$ cat src/rv_lite_pkg.sv
package rv_lite_pkg;

    // data and address width
    localparam int xlen = 32;

    // encoding of the only supported system instruction
    localparam logic [xlen-1:0] inst_ecall = 32'h0000_0073;

    typedef logic [4:0] reg_addr_t;

    // major opcodes of the supported subset
    typedef enum logic [6:0] {
        op_imm    = 7'b0010011,
        op_reg    = 7'b0110011,
        op_lui    = 7'b0110111,
        op_branch = 7'b1100011,
        op_jal    = 7'b1101111,
        op_system = 7'b1110011
    } opcode_e;

    typedef enum logic [2:0] {
        alu_add      = 3'd0,
        alu_sub      = 3'd1,
        alu_and      = 3'd2,
        alu_or       = 3'd3,
        alu_xor      = 3'd4,
        alu_pass_imm = 3'd5
    } alu_op_e;

    // control transfer kind, resolved in EX
    typedef enum logic [1:0] {
        br_none = 2'd0,
        br_eq   = 2'd1,
        br_ne   = 2'd2,
        br_jal  = 2'd3
    } branch_e;

    // decoded control, travels from ID down to WB
    typedef struct packed {
        reg_addr_t        rs1;
        reg_addr_t        rs2;
        reg_addr_t        rd;
        logic             wen;
        alu_op_e          alu_op;
        logic             use_imm;
        branch_e          branch;
        logic             exit;
        logic [xlen-1:0]  imm;
    } ctrl_t;

endpackage
$ cat src/inst_stream_if.sv
interface inst_stream_if import rv_lite_pkg::*; ();

    // one fetched instruction with its address
    logic             valid;
    logic             ready;
    logic [xlen-1:0]  pc;
    logic [xlen-1:0]  inst;

    modport source (
        output valid,
        output pc,
        output inst,
        input  ready
    );

    modport sink (
        input  valid,
        input  pc,
        input  inst,
        output ready
    );

endinterface

$ cat src/rv_lite_top.sv
module rv_lite_top import rv_lite_pkg::*; #(
    parameter logic [xlen-1:0] reset_pc    = '0,
    parameter int              queue_depth = 4
) (
    input  logic             clk,
    input  logic             reset,
    output logic [xlen-1:0]  imem_addr,
    input  logic [xlen-1:0]  imem_data,
    output logic             commit_valid,
    output logic [xlen-1:0]  commit_pc,
    output logic             commit_wen,
    output reg_addr_t        commit_rd,
    output logic [xlen-1:0]  commit_data,
    output logic             exit,
    output logic [xlen-1:0]  gp
);

    logic            redirect;
    logic [xlen-1:0] redirect_pc;

    // fetch to queue, and queue to pipeline
    inst_stream_if fetch_stream ();
    inst_stream_if queue_stream ();

    fetch_unit #(
        .reset_pc (reset_pc)
    ) fetch_unit_i (
        .clk         (clk),
        .reset       (reset),
        .redirect    (redirect),
        .redirect_pc (redirect_pc),
        .imem_addr   (imem_addr),
        .imem_data   (imem_data),
        .out         (fetch_stream)
    );

    fetch_queue #(
        .queue_depth (queue_depth)
    ) fetch_queue_i (
        .clk      (clk),
        .reset    (reset),
        .redirect (redirect),
        .in       (fetch_stream),
        .out      (queue_stream)
    );

    pipeline_core pipeline_core_i (
        .clk          (clk),
        .reset        (reset),
        .in           (queue_stream),
        .redirect     (redirect),
        .redirect_pc  (redirect_pc),
        .commit_valid (commit_valid),
        .commit_pc    (commit_pc),
        .commit_wen   (commit_wen),
        .commit_rd    (commit_rd),
        .commit_data  (commit_data),
        .exit         (exit),
        .gp           (gp)
    );

endmodule

$ cat src/pipeline_core.sv
module pipeline_core import rv_lite_pkg::*; (
    input  logic             clk,
    input  logic             reset,
    inst_stream_if.sink      in,
    output logic             redirect,
    output logic [xlen-1:0]  redirect_pc,
    output logic             commit_valid,
    output logic [xlen-1:0]  commit_pc,
    output logic             commit_wen,
    output reg_addr_t        commit_rd,
    output logic [xlen-1:0]  commit_data,
    output logic             exit,
    output logic [xlen-1:0]  gp
);

    // ID stage
    logic            id_valid;
    logic [xlen-1:0] id_pc;
    logic [xlen-1:0] id_inst;
    ctrl_t           id_ctrl;
    logic [xlen-1:0] id_rf1;
    logic [xlen-1:0] id_rf2;
    logic [xlen-1:0] id_op1;
    logic [xlen-1:0] id_op2;

    // EX stage
    logic            ex_valid;
    logic [xlen-1:0] ex_pc;
    ctrl_t           ex_ctrl;
    logic [xlen-1:0] ex_op1;
    logic [xlen-1:0] ex_op2;
    logic [xlen-1:0] ex_alu_b;
    logic [xlen-1:0] ex_alu_out;
    logic [xlen-1:0] ex_result;
    logic            ex_taken;

    // WB stage
    logic            wb_valid;
    logic [xlen-1:0] wb_pc;
    ctrl_t           wb_ctrl;
    logic [xlen-1:0] wb_data;

    logic pop;
    // ECALL at commit, everything younger is dropped
    logic halt;

    assign in.ready = !exit;
    assign pop      = in.valid && in.ready;
    assign halt     = wb_valid && wb_ctrl.exit;

    always_ff @(posedge clk) begin
        if (pop) begin
            id_pc   <= in.pc;
            id_inst <= in.inst;
        end
    end

    decode_unit decode_unit_i (
        .inst (id_inst),
        .ctrl (id_ctrl)
    );

    register_file register_file_i (
        .clk    (clk),
        .rs1    (id_ctrl.rs1),
        .rs2    (id_ctrl.rs2),
        .rdata1 (id_rf1),
        .rdata2 (id_rf2),
        .wen    (wb_valid && wb_ctrl.wen),
        .waddr  (wb_ctrl.rd),
        .wdata  (wb_data),
        .gp     (gp)
    );

    // youngest producer wins, wen implies rd is not x0
    always_comb begin
        if (ex_valid && ex_ctrl.wen && ex_ctrl.rd == id_ctrl.rs1) begin
            id_op1 = ex_result;
        end else if (wb_valid && wb_ctrl.wen && wb_ctrl.rd == id_ctrl.rs1) begin
            id_op1 = wb_data;
        end else begin
            id_op1 = id_rf1;
        end
        if (ex_valid && ex_ctrl.wen && ex_ctrl.rd == id_ctrl.rs2) begin
            id_op2 = ex_result;
        end else if (wb_valid && wb_ctrl.wen && wb_ctrl.rd == id_ctrl.rs2) begin
            id_op2 = wb_data;
        end else begin
            id_op2 = id_rf2;
        end
    end

    always_ff @(posedge clk) begin
        ex_pc   <= id_pc;
        ex_ctrl <= id_ctrl;
        ex_op1  <= id_op1;
        ex_op2  <= id_op2;
    end

    assign ex_alu_b = ex_ctrl.use_imm ? ex_ctrl.imm : ex_op2;

    always_comb begin
        case (ex_ctrl.alu_op)
            alu_sub:      ex_alu_out = ex_op1 - ex_alu_b;
            alu_and:      ex_alu_out = ex_op1 & ex_alu_b;
            alu_or:       ex_alu_out = ex_op1 | ex_alu_b;
            alu_xor:      ex_alu_out = ex_op1 ^ ex_alu_b;
            alu_pass_imm: ex_alu_out = ex_ctrl.imm;
            default:      ex_alu_out = ex_op1 + ex_alu_b;
        endcase
    end

    // jal links pc+4, non-writing ops carry zero
    assign ex_result = !ex_ctrl.wen ? '0 :
                       (ex_ctrl.branch == br_jal) ? ex_pc + 32'd4 : ex_alu_out;

    always_comb begin
        case (ex_ctrl.branch)
            br_eq:   ex_taken = (ex_op1 == ex_op2);
            br_ne:   ex_taken = (ex_op1 != ex_op2);
            br_jal:  ex_taken = 1'b1;
            default: ex_taken = 1'b0;
        endcase
    end

    assign redirect    = ex_valid && ex_taken;
    assign redirect_pc = ex_pc + ex_ctrl.imm;

    always_ff @(posedge clk) begin
        wb_pc   <= ex_pc;
        wb_ctrl <= ex_ctrl;
        wb_data <= ex_result;
    end

    // stage valids
    always_ff @(posedge clk) begin
        if (reset || halt) begin
            id_valid <= 1'b0;
            ex_valid <= 1'b0;
            wb_valid <= 1'b0;
        end else begin
            // the word popped during a redirect is already wrong path
            id_valid <= pop && !redirect;
            ex_valid <= id_valid && !redirect;
            wb_valid <= ex_valid;
        end
    end

    always_ff @(posedge clk) begin
        if (reset) begin
            exit <= 1'b0;
        end else if (halt) begin
            exit <= 1'b1;
        end
    end

    assign commit_valid = wb_valid;
    assign commit_pc    = wb_pc;
    assign commit_wen   = wb_ctrl.wen;
    assign commit_rd    = wb_ctrl.rd;
    assign commit_data  = wb_data;

endmodule

$ cat src/register_file.sv
module register_file import rv_lite_pkg::*; (
    input  logic             clk,
    input  reg_addr_t        rs1,
    input  reg_addr_t        rs2,
    output logic [xlen-1:0]  rdata1,
    output logic [xlen-1:0]  rdata2,
    input  logic             wen,
    input  reg_addr_t        waddr,
    input  logic [xlen-1:0]  wdata,
    output logic [xlen-1:0]  gp
);

    // x1..x31, x0 has no storage
    logic [xlen-1:0] regs [1:31];

    always_ff @(posedge clk) begin
        if (wen && waddr != '0) begin
            regs[waddr] <= wdata;
        end
    end

    // asynchronous reads
    assign rdata1 = (rs1 == '0) ? '0 : regs[rs1];
    assign rdata2 = (rs2 == '0) ? '0 : regs[rs2];

    assign gp = regs[3];

endmodule

$ cat src/decode_unit.sv
module decode_unit import rv_lite_pkg::*; (
    input  logic [xlen-1:0]  inst,
    output ctrl_t            ctrl
);

    opcode_e         opcode;
    logic [2:0]      funct3;
    logic [6:0]      funct7;
    logic [xlen-1:0] imm_i;
    logic [xlen-1:0] imm_u;
    logic [xlen-1:0] imm_b;
    logic [xlen-1:0] imm_j;

    assign opcode = opcode_e'(inst[6:0]);
    assign funct3 = inst[14:12];
    assign funct7 = inst[31:25];

    // immediate formats, all sign extended from bit 31
    assign imm_i = {{20{inst[31]}}, inst[31:20]};
    assign imm_u = {inst[31:12], 12'b0};
    assign imm_b = {{19{inst[31]}}, inst[31], inst[7], inst[30:25], inst[11:8], 1'b0};
    assign imm_j = {{11{inst[31]}}, inst[31], inst[19:12], inst[20], inst[30:21], 1'b0};

    always_comb begin
        // unknown encodings fall out as a no-op
        ctrl         = '0;
        ctrl.alu_op  = alu_add;
        ctrl.branch  = br_none;
        ctrl.rs1     = inst[19:15];
        ctrl.rs2     = inst[24:20];
        ctrl.rd      = inst[11:7];
        case (opcode)
            op_imm: begin
                ctrl.use_imm = 1'b1;
                ctrl.imm     = imm_i;
                ctrl.wen     = (funct3 == 3'b000) || (funct3 == 3'b100) ||
                               (funct3 == 3'b110) || (funct3 == 3'b111);
                ctrl.alu_op  = (funct3 == 3'b100) ? alu_xor :
                               (funct3 == 3'b110) ? alu_or  :
                               (funct3 == 3'b111) ? alu_and : alu_add;
            end
            op_reg: begin
                if (funct7 == 7'b0100000 && funct3 == 3'b000) begin
                    ctrl.wen    = 1'b1;
                    ctrl.alu_op = alu_sub;
                end else if (funct7 == 7'b0000000) begin
                    ctrl.wen    = (funct3 == 3'b000) || (funct3 == 3'b100) ||
                                  (funct3 == 3'b110) || (funct3 == 3'b111);
                    ctrl.alu_op = (funct3 == 3'b100) ? alu_xor :
                                  (funct3 == 3'b110) ? alu_or  :
                                  (funct3 == 3'b111) ? alu_and : alu_add;
                end
            end
            op_lui: begin
                ctrl.wen     = 1'b1;
                ctrl.use_imm = 1'b1;
                ctrl.alu_op  = alu_pass_imm;
                ctrl.imm     = imm_u;
            end
            op_branch: begin
                ctrl.imm    = imm_b;
                ctrl.branch = (funct3 == 3'b000) ? br_eq :
                              (funct3 == 3'b001) ? br_ne : br_none;
            end
            op_jal: begin
                // link value pc+4 is formed in EX
                ctrl.wen    = 1'b1;
                ctrl.imm    = imm_j;
                ctrl.branch = br_jal;
            end
            op_system: begin
                ctrl.exit = (inst == inst_ecall);
            end
            default: begin
                ctrl.wen = 1'b0;
            end
        endcase
        // x0 is never written, and a non-writing op reports rd zero
        if (ctrl.rd == '0) begin
            ctrl.wen = 1'b0;
        end
        if (!ctrl.wen) begin
            ctrl.rd = '0;
        end
    end

endmodule

$ cat src/fetch_queue.sv
module fetch_queue import rv_lite_pkg::*; #(
    parameter int queue_depth = 4
) (
    input  logic           clk,
    input  logic           reset,
    input  logic           redirect,
    inst_stream_if.sink    in,
    inst_stream_if.source  out
);

    localparam int ptr_w = $clog2(queue_depth);
    localparam logic [ptr_w:0] full_count = (ptr_w + 1)'(queue_depth);

    // entry storage
    logic [xlen-1:0] pc_mem   [queue_depth];
    logic [xlen-1:0] inst_mem [queue_depth];

    logic [ptr_w-1:0] wr_ptr;
    logic [ptr_w-1:0] rd_ptr;
    logic [ptr_w:0]   count;

    logic push;
    logic pop;

    // full queue stalls the fetch unit
    assign in.ready  = (count != full_count);
    assign out.valid = (count != '0);
    assign out.pc    = pc_mem[rd_ptr];
    assign out.inst  = inst_mem[rd_ptr];

    assign push = in.valid && in.ready;
    assign pop  = out.valid && out.ready;

    always_ff @(posedge clk) begin
        if (push) begin
            pc_mem[wr_ptr]   <= in.pc;
            inst_mem[wr_ptr] <= in.inst;
        end
    end

    always_ff @(posedge clk) begin
        if (reset || redirect) begin
            // wrong path work is dropped here
            wr_ptr <= '0;
            rd_ptr <= '0;
            count  <= '0;
        end else begin
            if (push) begin
                wr_ptr <= wr_ptr + 1'b1;
            end
            if (pop) begin
                rd_ptr <= rd_ptr + 1'b1;
            end
            case ({push, pop})
                2'b10: begin
                    count <= count + 1'b1;
                end
                2'b01: begin
                    count <= count - 1'b1;
                end
                default: begin
                    count <= count;
                end
            endcase
        end
    end

endmodule

$ cat src/fetch_unit.sv
module fetch_unit import rv_lite_pkg::*; #(
    parameter logic [xlen-1:0] reset_pc = '0
) (
    input  logic             clk,
    input  logic             reset,
    input  logic             redirect,
    input  logic [xlen-1:0]  redirect_pc,
    output logic [xlen-1:0]  imem_addr,
    input  logic [xlen-1:0]  imem_data,
    inst_stream_if.source    out
);

    logic [xlen-1:0] pc;
    // low only in the cycles spent in reset
    logic            running;

    assign imem_addr = pc;

    // the memory answers in the same cycle, so the word is stable while pc is held
    assign out.pc   = pc;
    assign out.inst = imem_data;

    // the word at pc is stale when a redirect arrives
    assign out.valid = running && !redirect;

    always_ff @(posedge clk) begin
        if (reset) begin
            running <= 1'b0;
        end else begin
            running <= 1'b1;
        end
    end

    always_ff @(posedge clk) begin
        if (reset) begin
            pc <= reset_pc;
        end else if (redirect) begin
            pc <= redirect_pc;
        end else if (out.valid && out.ready) begin
            // sequential fetch, no prediction
            pc <= pc + 32'd4;
        end
    end

endmodule

$ cat config.mk
export PLATFORM = sky130hd
export DESIGN_NAME = rv_lite_top
export DESIGN_NICKNAME = d
export VERILOG_FILES = /design/src/rv_lite_pkg.sv /design/src/inst_stream_if.sv /design/src/rv_lite_top.sv /design/src/pipeline_core.sv /design/src/register_file.sv /design/src/decode_unit.sv /design/src/fetch_queue.sv /design/src/fetch_unit.sv
export SDC_FILE = /design/constraint.sdc
export NUM_CORES = 2
export LEC_CHECK = 0
export BUFFER_PORTS_ARGS = -buffer_cell sky130_fd_sc_hd__buf_2
export CORE_ASPECT_RATIO = 1.2
export CORE_MARGIN = 3
export CORE_UTILIZATION = 50
export DETAILED_ROUTE_END_ITERATION = 6
export PLACE_DENSITY = 0.66
export SYNTH_ARGS = -nofsm -noshare
export SYNTH_HDL_FRONTEND = slang
export SYNTH_SLANG_ARGS = --single-unit
$ cat constraint.sdc
create_clock -name clk -period 13.5 [get_ports clk]
set_input_delay 2.025 -clock clk [delete_from_list [all_inputs] [get_ports clk]]
set_output_delay 2.025 -clock clk [all_outputs]
set_load 0.05 [all_outputs]
Word-level counts from Yosys, hierarchy flattened

Memories as Yosys holds them, arrays and structs flattened. A register that Yosys moved wholly into a read port is not among the register bits.
Index checks and enable logic that the tools add are counted.

Register bits after elaboration: 256
Memory bits (writable): 1248
Input port bits: 34
Word-level logic and storage cells: 133
Memories: 3

Memory list:

| memory                               | depth | width | read ports | clocked after Yosys merged registers in | wr ports | RTL line            | text |
|---|---|---|---|---|---|---|---|
| pipeline_core_i.register_file_i.regs | 31    | 32    | 3          | 0                                       | 1        | register_file.sv:14 | `logic [xlen-1:0] regs [1:31];` |
| fetch_queue_i.inst_mem               | 4     | 32    | 1          | 1                                       | 1        | fetch_queue.sv:16   | `logic [xlen-1:0] inst_mem [queue_depth];` |
| fetch_queue_i.pc_mem                 | 4     | 32    | 1          | 1                                       | 1        | fetch_queue.sv:15   | `logic [xlen-1:0] pc_mem [queue_depth];` |

Add/sub/neg operators: 9
Equality and inequality tests: 29
Mux-type cells: 32
Bitwise operators: 3
Reductions and logical operators: 33

Operator list:

| kind                                                 | number |
|---|---|
| 2-to-1 mux 32 bit                                    | 11 |
| case mux 32 bit (5 select lines)                     | 1 |
| case mux 32 bit (4 select lines)                     | 1 |
| adder 32 x 3 -> 32 bit, second input constant        | 2 |
| adder 32 bit                                         | 2 |
| AND 32 bit                                           | 1 |
| equality test 32 bit                                 | 1 |
| equality test 32 x 7 -> 1 bit, second input constant | 1 |
| != test 32 bit                                       | 1 |
| bitwise OR 32 bit                                    | 1 |
| subtractor 32 bit                                    | 1 |
| XOR 32 bit                                           | 1 |
| equality test 7 x 6 -> 1 bit, second input constant  | 3 |
| equality test 7 bit, second input constant           | 3 |
| equality test 5 bit                                  | 4 |
| equality test 3 bit, second input constant           | 5 |
| logical AND 1 bit                                    | 15 |
| zero test 5 bit                                      | 3 |
| case mux 3 bit (3 select lines)                      | 1 |
| 2-to-1 mux 2 bit                                     | 4 |
| 2-to-1 mux 4 bit                                     | 2 |
| equality test 7 x 5 -> 1 bit, second input constant  | 1 |
| zero test 7 bit                                      | 1 |
| 2-to-1 mux 1 bit                                     | 7 |
| other kinds (19)                                     | 33 |

Longest topological paths before layout

Depth after elaboration: 8
Depth in mapped cells: 25
Gate-level depth less buffers: 20

Hierarchy

From an unflattened synthesis, not the netlist that was laid out.

Cells, all modules: 5076
Area, all modules: 75342.3 sq um

Modules (own cells, without submodules):

| module        | times used | cells an instance | area each (sq um) | sequential area each (sq um) |
|---|---|---|---|---|
| register_file | 1          | 2602              | 46449.5           | 29788.6 |
| pipeline_core | 1          | 1691              | 16012.9           | 6246.0 |
| fetch_queue   | 1          | 387               | 9793.1            | 7867.5 |
| fetch_unit    | 1          | 287               | 2353.5            | 660.6 |
| decode_unit   | 1          | 109               | 733.2             | 0.0 |

Worst setup path after synthesis

Ideal clock, no wire load.

Path kind: register -> register
From: register pipeline_core_i.ex_ctrl[35] (netlist bit)
To: register pipeline_core_i.ex_op2[31]
Setup time: 0.133 ns
Arrival: 5.024 ns
Data required time: 13.367 ns
Slack: 8.344 ns
Cell stages (with the launch flop): 25
Path buffers: 6
Clock period less this slack: 5.156 ns
Cells stage by stage: dfxtp_1 -> buf_6 -> buf_8 -> buf_6 -> clkbuf_1 -> buf_1 -> mux2i_1 -> ha_1 -> and2_1 -> and2_2 -> nand2_2 -> nor4_2 -> and2b_1 -> a31oi_1 -> xnor2_1 -> ha_1 -> clkbuf_1 -> a211o_1 -> a21oi_1 -> o21ai_0 -> a21oi_1 -> o21ai_1 -> or4_1 -> a32oi_2 -> a21oi_1

Word-level cells in the longest chain between the ends: 6

Ends and longest elaborated chain:

| item                                 | RTL line             | text |
|---|---|---|
| from (decl)                          | pipeline_core.sv:29  | `ctrl_t ex_ctrl;` |
| from (signal assigned)               | pipeline_core.sv:95  | `ex_ctrl <= id_ctrl;` |
| 2-to-1 mux 32 bit *                  | pipeline_core.sv:100 | `assign ex_alu_b = ex_ctrl.use_imm ? ex_ctrl.imm : ex_op2;` |
| adder 32 bit (tied with other cells) | pipeline_core.sv:109 | `default: ex_alu_out = ex_op1 + ex_alu_b;` |
| case mux 32 bit (5 select lines) *   | pipeline_core.sv:103 | `case (ex_ctrl.alu_op)` |
| 2-to-1 mux 32 bit *                  | pipeline_core.sv:115 | `(ex_ctrl.branch == br_jal) ? ex_pc + 32'd4 : ex_alu_out;` |
| 2-to-1 mux 32 bit *                  | pipeline_core.sv:114 | `assign ex_result = !ex_ctrl.wen ? '0 :` |
| 2-to-1 mux 32 bit *                  | pipeline_core.sv:84  | `if (ex_valid && ex_ctrl.wen && ex_ctrl.rd == id_ctrl.rs2) begin` |
| net pipeline_core_i.id_op2[31]       | pipeline_core.sv:24  | `logic [xlen-1:0] id_op2;` |
| to (signal assigned)                 | pipeline_core.sv:97  | `ex_op2 <= id_op2;` |
| to (decl)                            | pipeline_core.sv:31  | `logic [xlen-1:0] ex_op2;` |

Mark *: on every way through the listed nets, which the timed path passes. The rest lies on a longest branch.
A chain may end at the register's enable or synchronous reset.

Final worst setup path

From: register pipeline_core_i.ex_ctrl[35] (netlist bit)
To: register pipeline_core_i.ex_op1[31]

Word-level cells in the longest chain between the ends: 6

Ends and longest elaborated chain:

| item                                 | RTL line             | text |
|---|---|---|
| 2-to-1 mux 32 bit *                  | pipeline_core.sv:100 |  |
| adder 32 bit (tied with other cells) | pipeline_core.sv:109 |  |
| case mux 32 bit (5 select lines) *   | pipeline_core.sv:103 |  |
| 2-to-1 mux 32 bit *                  | pipeline_core.sv:115 |  |
| 2-to-1 mux 32 bit *                  | pipeline_core.sv:114 |  |
| 2-to-1 mux 32 bit *                  | pipeline_core.sv:77  | `if (ex_valid && ex_ctrl.wen && ex_ctrl.rd == id_ctrl.rs1) begin` |
| net pipeline_core_i.id_op1[31]       | pipeline_core.sv:23  | `logic [xlen-1:0] id_op1;` |
| to (signal assigned)                 | pipeline_core.sv:96  | `ex_op1 <= id_op1;` |
| to (decl)                            | pipeline_core.sv:30  | `logic [xlen-1:0] ex_op1;` |

Marks and branches as above.

==> summary.md <==
| Metric | Value |
|---|---|
| Pre-CTS WS | `8170 ps` |
| CTS max path bufs | `3` |
| Top_reg_cell synth | `edfxtp_1` |
| Initial Utilization | `50.5%` |
| Register area share after synthesis | `60.7%` |
| Actual slew at the worst max-slew pin | `1380 ps` |
| Reg clk slew, reported paths | `60 ps` |
| DP HPWL | `132 mm` |
| Mapped Nets | `4589` |
| Syn Inst Count | `4418` |
| Crit end category | `register` |
| Ant. Diodes | `0` |
| Clock Sinks | `1568` |
| CTS H-Tree Depth | `4` |
| Avg Cell Area, Syn | `16.6 µm²` |
| Pwr per Cell Area | `218 mW/mm²` |
| I/O pin cnt | `170` |
| Final GP Congestion | `0.994` |
| RSZ-0062 raised after global routing | `no` |
| DP Area | `0.0766 mm²` |
| Final setup vio count | `0` |
| Post-CTS setup buffers | `0` |
| Fin crit period | `5340 ps` |
| Largest net degree at the start of global routing | `156` |
| Worst relative slew slack | `6.69%` |
| Fin crit share | `39.5%` |
| EDFF count, synth | `1312` |
| Final WL | `214 mm` |
| Max_cap viols | `0` |
| Die Span Y | `426 µm` |
| Initial antenna violation count | `7` |
| Crit start category | `register` |
| PortBufs | `169` |
| Max incr delay on CP | `620 ps` |
| Drt pass-1 iters | `6` |
| CTS tree | `built` |
| Core ar. | `0.145 mm²` |
| Die area | `0.151 mm²` |
| Die X | `356 µm` |
| Psw | `6.45 mW` |
| Most frequent cells in the layout | `edfxtp_1, mux4_2, dfxtp_1, nor2_1, a21oi_1` |
| Static leakage | `28.2 nW` |
| Root Driver | `clkbuf_16` |
| Yosys synthesis warning count | `0` |
| Fin cells | `6657` |
| Worst-path cell chain | `buf_4 > mux2i_1 > ha_1 > and2_1 > and2_2 > nand2_2 > nor4_2 > and2b_1 > a21oi_1 > xnor2_1 > ha_1 > nand2_1 > o21ai_0 > nand2_1 > o21ai_0 > a21oi_1 > o21ai_1 > or4_1 > a32oi_2 > a21oi_1` |
| Post-cts sizing count | `0` |
| Final hold slack | `339 ps` |
| Ranking of synthesized cells by area | `edfxtp_1, mux4_2, dfxtp_1, mux2i_1, ha_1` |
| Final hold viol count | `0` |
| Via count | `43800` |
| Seq cells post-synth | `1568` |
| Clock latency on the worst-skew pair | `810 ps` |
| Share of the synthesized area in the top cell type | `53.7%` |
| Layout cell share with drive strength beyond 1 | `27.3%` |
| Reg power frac | `35.4%` |
| Remaining routing DRC violations | `0` |
| Worst EP required | `14160 ps` |
| Placed cell count | `6372` |
| Vias/cell | `6.58` |
| Worst setup path class | `reg -> reg` |
| FFs w/ async S/R, synth | `0%` |
| Mapped Area | `0.0734 mm²` |
| Most common cell after layout, fill and taps aside | `edfxtp_1` |
| Row cnt | `153` |
| # hold bufs at CTS | `0` |
| Vias in the first global route | `43600` |
| Synth cell types | `95` |
| Internal | `11.3 mW` |
| CP max stage cell | `buf_4` |
| Aggregate global-route resource usage | `28.4%` |
| Clk_skew | `52.0 ps` |
| Starting DRT DRC Count | `5452` |
| DR WL/cell | `32.1 µm` |
| Post-route setup TNS | `0 ps` |
| Sw frac | `36.3%` |
| Gr ovfl total | `0` |
| Total CTS buffers | `156` |
| Worst min-delay path class | `reg -> reg` |
| Max-slew violation count | `0` |
| # nets final | `4764` |
| Peak VDD IR | `172 µV` |
| Worst Path Max Fanout | `56` |
| First-pass GRT wire length | `310 mm` |
| Area Overhead vs Synth | `11.3%` |
| DRT antenna net count | `0` |
| Crit path DAT | `6000 ps` |
| Status | `finished clean` |
| Final worst slack | `8160 ps` |
| Most area-hungry cell type in the Yosys netlist | `edfxtp_1` |
| Reg2reg setup slack | `8160 ps` |
| Most used cell, CP | `a21oi_1` |
| Gate power share | `40.5%` |
| Max Freq | `187 MHz` |
| Clock Power Share | `24.1%` |
| Cell area after layout | `0.0816 mm²` |
==> logic make-up after synthesis <==
family          share of synthesized area, %
flops                                   60.7
mux                                     22.3
compound gates                          5.86
simple gates                            4.18
buf+inv                                 2.39
xor+xnor                                2.24
fa+ha+maj                               2.37
==> layer usage <==
| metal | vias up | share of wire, % | GRT usage, % |
|---|---|---|---|
| met5 | - | 0.0061 | 0 |
| met4 | 2 | 4.2 | 11.0 |
| met3 | 430 | 8.3 | 5.18 |
| met2 | 2224 | 49 | 45.9 |
| met1 | 22900 | 39 | 38.4 |
| li1 | 18300 | - | - |
==> worst max-delay path, delay by kind of cell (launching register included) <==
family | cells | cell delay (ps)
buffers and inverters | 1 | 620
DFF | 1 | 310
adders and majority gates | 2 | 630
and+or+nand+nor | 8 | 1770
AOI/OAI and AO/OA | 7 | 1160
xor gates and xnor gates | 1 | 150
muxes | 1 | 450
==> through the flow <==
stage / power, mW / utilization (%)
2_1_floorplan: 11.4 / -
3_3_place_gp: 13.5 / 52.7
3_5_place_dp: 13.5 / 52.7
4_1_cts: 17.8 / 56.2
5_1_grt: 18.5 / 56.2
6_report: 17.8 / 56.2
==> registers in the layout (all words and copies together), names as in the netlist, 2 cells and up <==
signal	flops
fetch_queue_i.count	3
fetch_queue_i.inst_mem	128
fetch_queue_i.pc_mem	128
fetch_queue_i.rd_ptr	2
fetch_queue_i.wr_ptr	2
fetch_unit_i.imem_addr	32
pipeline_core_i.commit_data	32
pipeline_core_i.commit_pc	32
pipeline_core_i.commit_rd	5
pipeline_core_i.ex_ctrl	45
pipeline_core_i.ex_op1	32
pipeline_core_i.ex_op2	32
pipeline_core_i.ex_pc	32
pipeline_core_i.id_inst	32
pipeline_core_i.id_pc	32
pipeline_core_i.register_file_i.regs	992
==> final timing paths <==
| path | startpoint | to | cells after the start |
|---|---|---|---|
| setup reg to reg | pipeline_core_i.ex_ctrl[35] | pipeline_core_i.ex_op1[31] | 20 |
| setup / recovery | pipeline_core_i.ex_ctrl[35] | pipeline_core_i.ex_op1[31] | 20 |
| hold / removal | pipeline_core_i.id_pc[16] | pipeline_core_i.ex_pc[16] | 0 |
| hold reg to reg | pipeline_core_i.id_pc[16] | pipeline_core_i.ex_pc[16] | 0 |
==> layout make-up <==
type | instances | area (µm²)
well taps | 1937 | 2420
clock buffers | 212 | 4310
repair buffers | 294 | 1860
flip-flops and latches | 1568 | 44500
clock inverters | 73 | 686
multi-input cells | 2453 | 27400
fillers | 11100 | 63700
inverters | 120 | 450
==> power by group through the flow <==
stage / Combinational (mW) / Sequential (mW) / Clock, mW
after floorplan: 5.04 / 6.38 / 0
after global placement: 7.12 / 6.37 / 0
after detailed placement: 7.14 / 6.37 / 0
after CTS: 7.18 / 6.28 / 4.35
after global routing: 7.66 / 6.32 / 4.55
final: 7.20 / 6.29 / 4.28
==> cell usage after synthesis (11+ instances only) <==
library cell and n:
and2_1 21, mux2i_1 193, buf_4 36, a221oi_1 82, ha_1 134, buf_1 35
buf_2 53, nor2_1 263, nor3_1 38, dfxtp_1 256, o221ai_1 20, clkbuf_1 144
o21bai_1 11, and3_1 26, nand2b_1 12, a211oi_1 37, nor4_1 11, xnor2_1 147
a21oi_1 224, xor2_1 41, inv_1 114, mux4_2 601, a31oi_1 18, o31ai_1 12
nand2_1 108, edfxtp_1 1312, a22o_1 19, nor2b_1 17, o21ai_0 74, mux2_2 73
nand4_1 35, nand3_1 38, a21o_1 47
Power figures use the tool's default switching activity.
